$ cat src/logic/cachePkg.sv
package cachePkg;

  // Word address layout from the top down is tag, set index, word in block
  localparam int tagW  = 6;                     // Tag bits kept in each way
  localparam int setW  = 6;                     // Selects one of the sets
  localparam int wordW = 3;                     // Selects a word inside a block
  localparam int addrW = tagW + setW + wordW;   // Full 15-bit word address

  localparam int dataW = 16;                    // Every access moves one 16-bit word

  // Derived geometry
  localparam int numSets    = 1 << setW;        // 64 sets of two ways
  localparam int blockWords = 1 << wordW;       // 8 words fetched per fill

  // One metadata entry per way per set, 8 bits in all
  typedef struct packed {
    logic [tagW-1:0] tag;    // Tag of the block held in this way
    logic            valid;  // Way holds a complete block
    logic            lru;    // Set when this way is the next victim
  } metaEntryT;

endpackage

$ cat src/logic/cacheController.sv
`timescale 1ns/10ps

// Sequencer for the CPU slave port and the memory master port
// A miss reads the whole block word by word and then installs the tag
module cacheController (
  input  logic                        clk,
  input  logic                        arstN,
  // CPU side Wishbone classic slave
  input  logic                        cpuCyc,
  input  logic                        cpuStb,
  input  logic [cachePkg::addrW-1:0]  cpuAdr,
  output logic                        cpuAck,
  output logic [cachePkg::dataW-1:0]  cpuDatOut,
  // Core lookup results
  input  logic                        hit,
  input  logic [cachePkg::dataW-1:0]  coreData,
  // Core lookup and write controls
  output logic [cachePkg::tagW-1:0]   tag,
  output logic [cachePkg::setW-1:0]   setIndex,
  output logic [cachePkg::wordW-1:0]  wordIndex,
  output logic [cachePkg::dataW-1:0]  fillData,
  output logic                        dataWrite,
  output logic                        metaWrite,
  // Memory side Wishbone classic master
  output logic                        memCyc,
  output logic                        memStb,
  output logic [cachePkg::addrW-1:0]  memAdr,
  input  logic [cachePkg::dataW-1:0]  memDatIn,
  input  logic                        memAck
);
  import cachePkg::*;

  typedef enum logic [2:0] {
    idle,       // Waiting for cyc and stb
    lookup,     // Core compares the held address
    fetch,      // memStb up until memAck
    fetchGap,   // One cycle with memStb low between words
    tagUpdate   // Block complete so the tag is installed
  } stateT;

  localparam logic [wordW-1:0] lastWord = wordW'(blockWords - 1);

  stateT            state;
  stateT            stateNext;
  logic [addrW-1:0] reqAdr;   // CPU address held for the whole access
  logic [wordW-1:0] fillCnt;  // Word of the block being fetched

  //////////////////////////////////////////////////////////////////////
  // State and fill counter
  //////////////////////////////////////////////////////////////////////
  always_ff @(posedge clk or negedge arstN) begin
    if (!arstN) begin
      state   <= idle;
      fillCnt <= '0;
    end else begin
      state <= stateNext;
      if (state == lookup) begin
        fillCnt <= '0;  // Every fill starts at word 0 of the block
      end else if (state == fetch && memAck) begin
        fillCnt <= fillCnt + 1'b1;
      end
    end
  end

  // The master keeps the address steady until ack, so one capture is enough
  always_ff @(posedge clk) begin
    if (state == idle && cpuCyc && cpuStb) begin
      reqAdr <= cpuAdr;
    end
  end

  always_comb begin
    stateNext = state;
    case (state)
      idle: begin
        if (cpuCyc && cpuStb) begin
          stateNext = lookup;
        end
      end
      lookup:    stateNext = hit ? idle : fetch;  // Ack on a hit, otherwise fill
      fetch: begin
        if (memAck) begin
          stateNext = (fillCnt == lastWord) ? tagUpdate : fetchGap;
        end
      end
      fetchGap:  stateNext = fetch;
      tagUpdate: stateNext = lookup;              // Repeat the lookup, which now hits
      default:   stateNext = idle;
    endcase
  end

  //////////////////////////////////////////////////////////////////////
  // Core controls
  //////////////////////////////////////////////////////////////////////
  assign tag       = reqAdr[addrW-1 -: tagW];
  assign setIndex  = reqAdr[wordW +: setW];
  assign wordIndex = (state == fetch) ? fillCnt : reqAdr[wordW-1:0];
  assign fillData  = memDatIn;                     // Written on the memAck cycle
  assign dataWrite = (state == fetch) && memAck;

  // LRU refresh on every hit and tag install at the end of a fill
  assign metaWrite = cpuAck || (state == tagUpdate);

  //////////////////////////////////////////////////////////////////////
  // Bus outputs
  //////////////////////////////////////////////////////////////////////
  assign cpuAck    = (state == lookup) && hit;     // One cycle, FSM leaves lookup
  assign cpuDatOut = coreData;

  assign memCyc = (state == fetch) || (state == fetchGap);  // Held across the block
  assign memStb = (state == fetch);
  assign memAdr = {tag, setIndex, fillCnt};

endmodule

$ cat config.mk
export PLATFORM = sky130hd
export DESIGN_NAME = cacheController
export DESIGN_NICKNAME = d
export VERILOG_FILES = /design/src/logic/cachePkg.sv /design/src/logic/cacheController.sv
export SDC_FILE = /design/constraint.sdc
export NUM_CORES = 1
export LEC_CHECK = 0
export ABC_AREA = 1
export BUFFER_PORTS_ARGS = -buffer_cell sky130_fd_sc_hd__buf_2
export CORE_MARGIN = 4
export CORE_UTILIZATION = 36
export CTS_BUF_LIST = sky130_fd_sc_hd__clkbuf_4 sky130_fd_sc_hd__clkbuf_8 sky130_fd_sc_hd__clkbuf_16
export DETAILED_ROUTE_END_ITERATION = 8
export GPL_TIMING_DRIVEN = 0
export MAX_ROUTING_LAYER = met4
export PLACE_DENSITY = 0.79
export SYNTH_ARGS = -nofsm -noshare
export SYNTH_HDL_FRONTEND = slang
export SYNTH_SLANG_ARGS = --single-unit
$ cat constraint.sdc
create_clock -name clk -period 2.3 [get_ports clk]
set_input_delay 0.46 -clock clk [delete_from_list [all_inputs] [get_ports clk]]
set_output_delay 0.46 -clock clk [all_outputs]
set_load 0.005 [all_outputs]
==> results.ini <==
[global_route]
gr-usage-met1=0.118
busiest_layer=met2
grt_pass1_vias=899
track_usage=0.111
grt_antenna_before_repair=0
grt_max_degree=13
met3_usage=0.0233
gr-usage-met2=0.202
grt-ovfl-total=0
grt_pass1_wl_um=3710

[yosys]
ys_seq_area_frac=0.474
muxShareOfSynthArea=0
synth_xor_xnor_area_share=0
synth.cell_area_sq_um=1270
synth_compound_area_frac=0.0168
yosys.area_share.simple=0.125
synth_area_leaders=edfxtp_1, buf_4, dfrtp_1
syn_area_per_cell_sq_um=9.90
synth_top_family_by_area=buffers and inverters
synth-seq-cells=21
synth_nets=183
ys_warn_count=0
synth_top_area_frac=0.355
synth_top_area_cell=edfxtp_1
synthDistinctLibCells=16
synthCells=128
synthAdderAreaFrac=0.0197

[sta]
setup_ws_ns=0.461
rsz0062_at_grt=no
fin_crit_ns=1.84
max_freq_mhz=544
final.period_utilization=0.800
hold_violations=0
fin_skew_ns=0.00581
relSlewSlack=0.719
slew_viol_final=0
setup_viol=0
tightest_slew_ns=0.419
setup_tns_ns=0

[floorplanning]
initial_core_util=0.377
num_io_pins=120
coreArea_sq_um=3360
die-area_sq_um=4530
die_h_um=67.3
fp-row-count=21
die_w_um=67.3

[worst_setup_path]
critPathRequiredTime_ns=1.84
startpoint=state[2]
worst-path-buf-inv=2
r2r_end=reqAdr[12]
critPathMaxStageDelay_ns=0.45
cp_cell_sequence=inv_2 > nand3_2 > o21ai_0 > buf_2
cp_slowest_cell=dfrtp_1
cp_max_fo=7
endpoint=wordIndex[0]
crit_arrival_ns=1.38
path_class=flop to output pin
regToRegStartpoint=state[1]
cp.depth=4
rrSetupSlack_ns=0.78
cp_top_family=flip-flops
cp-start-kind=flop
cp-end-kind=output pin
reg2reg_depth=4

[finish]
layout_commonest_cell=buf_2
syn2layout_area_growth_pct=43.1
final_cell_mix=buf_2, buf_4, nand2_1
drive_gt1_frac=0.710
nets=277
num_antenna_cells=0

[hold_path]
hold_depth=1
min_path_type=primary input to flop

[run_status]
run_status=complete, no violations

[pwr]
netSwitchingFraction=0.339
p_seq_frac=0.431
switchingPower_uw=406
clkPwrFrac=0.149
ir_worst_vdd_v=0.000357
power_density_nw_per_um2=660
p_comb_frac=0.420
cellLeakagePower_uw=0.00103
p_int_uw=791

[detailed_routing]
drt_iter0_drc=12
detail-route-antenna-nets=0
routed_wirelength_um=2800
drc=0
viasPerCell=4.01
num_vias=1070
wl_per_cell_um=10.5
drt_pre_antenna_iters=4

[clock_network]
clockBufferDepth=2
clock_sinks=21
cts.root.buffer_cell=clkbuf_4
clk_latency_ns=0.30
htreeDepth=1
numCtsBuffers=3
cts_tree=done
path_clk_slew_ns=0.12

[placed_design]
dpl_worst_slack_ns=0.721
numPortBuffers=87
gp_congestion=0.813
hpwl_um=2430

[run]
maxCapViolations=0

## cell usage after synthesis
| library cell | count |
|---|---|
| buf_4 | 56 |
| nor2_4 | 1 |
| inv_2 | 3 |
| inv_1 | 8 |
| dfrtp_1 | 6 |
| edfxtp_1 | 15 |
| a21oi_1 | 1 |
| nand3_1 | 3 |
| nor2_2 | 2 |
| nor3_1 | 2 |
| nor2_1 | 3 |
| nand3_2 | 2 |
| nand2_1 | 21 |
| ha_1 | 2 |
| o22ai_1 | 1 |
| o21ai_0 | 2 |
## worst reg2reg max path: stages (launching register included)
cell and delay, ns:
dfrtp_1 0.44, nor2_1 0.15, inv_1 0.09, nor3_2 0.34
buf_6 0.23
## registers in the layout (all words and copies together) (netlist names)
| name | count |
|---|---|
| fillCnt | 3 |
| reqAdr | 15 |
| state | 3 |
## layer usage
layer,part of all wire,wire [um],vias to the layer above
li1,-,-,537
met1,0.37,1030,467
met2,0.50,1400,62
met3,0.12,344,4
met4,0.010,28,0
met5,0,0,-
## how the worst min path moves through the flow
stage / end / start
global placement: state[2] / arstN
CTS: reqAdr[2] / cpuAdr[2]
finish: reqAdr[4] / cpuAdr[4]
detailed placement: fillCnt[0] / arstN
global route: reqAdr[8] / cpuAdr[8]
floorplan: fillCnt[0] / arstN
## area by class of cell
| class | instances | area, sq um |
|---|---|---|
| fill | 313 | 1550 |
| clock buffer | 3 | 22.5 |
| multi-input combinational | 40 | 210 |
| buffer | 56 | 420 |
| timing repair buffer | 89 | 457 |
| sequential | 21 | 601 |
| clock inverter | 1 | 5.00 |
| inverter | 11 | 41.3 |
| tap | 46 | 57.6 |
## kinds of logic after synthesis
logic type / count (synthesis)
adders and majority gates: 2
DFF: 21
AOI/OAI and AO/OA: 4
and+or+nand+nor: 34
buffers and inverters: 67
## stage by stage
stage / utilization / instance area [sq um] / hold slack, ns / std cells / total power, uW
2_1_floorplan: - / 1270 / 0.164 / 128 / 830
3_3_place_gp: 0.523 / 1760 / 0.291 / 261 / 1010
3_5_place_dp: 0.528 / 1780 / 0.297 / 262 / 1030
4_1_cts: 0.539 / 1810 / 0.317 / 267 / 1210
5_1_grt: 0.539 / 1810 / 0.306 / 267 / 1290
6_report: 0.539 / 1810 / 0.323 / 267 / 1200
## power by group through the flow
stage,clock [uW],combinational [uW],sequential (uW)
after global routing,200,569,523
after CTS,185,511,517
after detailed placement,0,508,525
after floorplan,0,311,519
after global placement,0,486,524
final,179,503,516
## what timing repair did
item / 4_1_cts / 5_1_grt
setup buffers: 0 / 0
resized for setup: 0 / 0
setup endpoints to repair: 0 / 0
hold buffers: 1 / 0
endpoints found under the hold margin: 6 / 0
(Power assumes the default switching activity.)
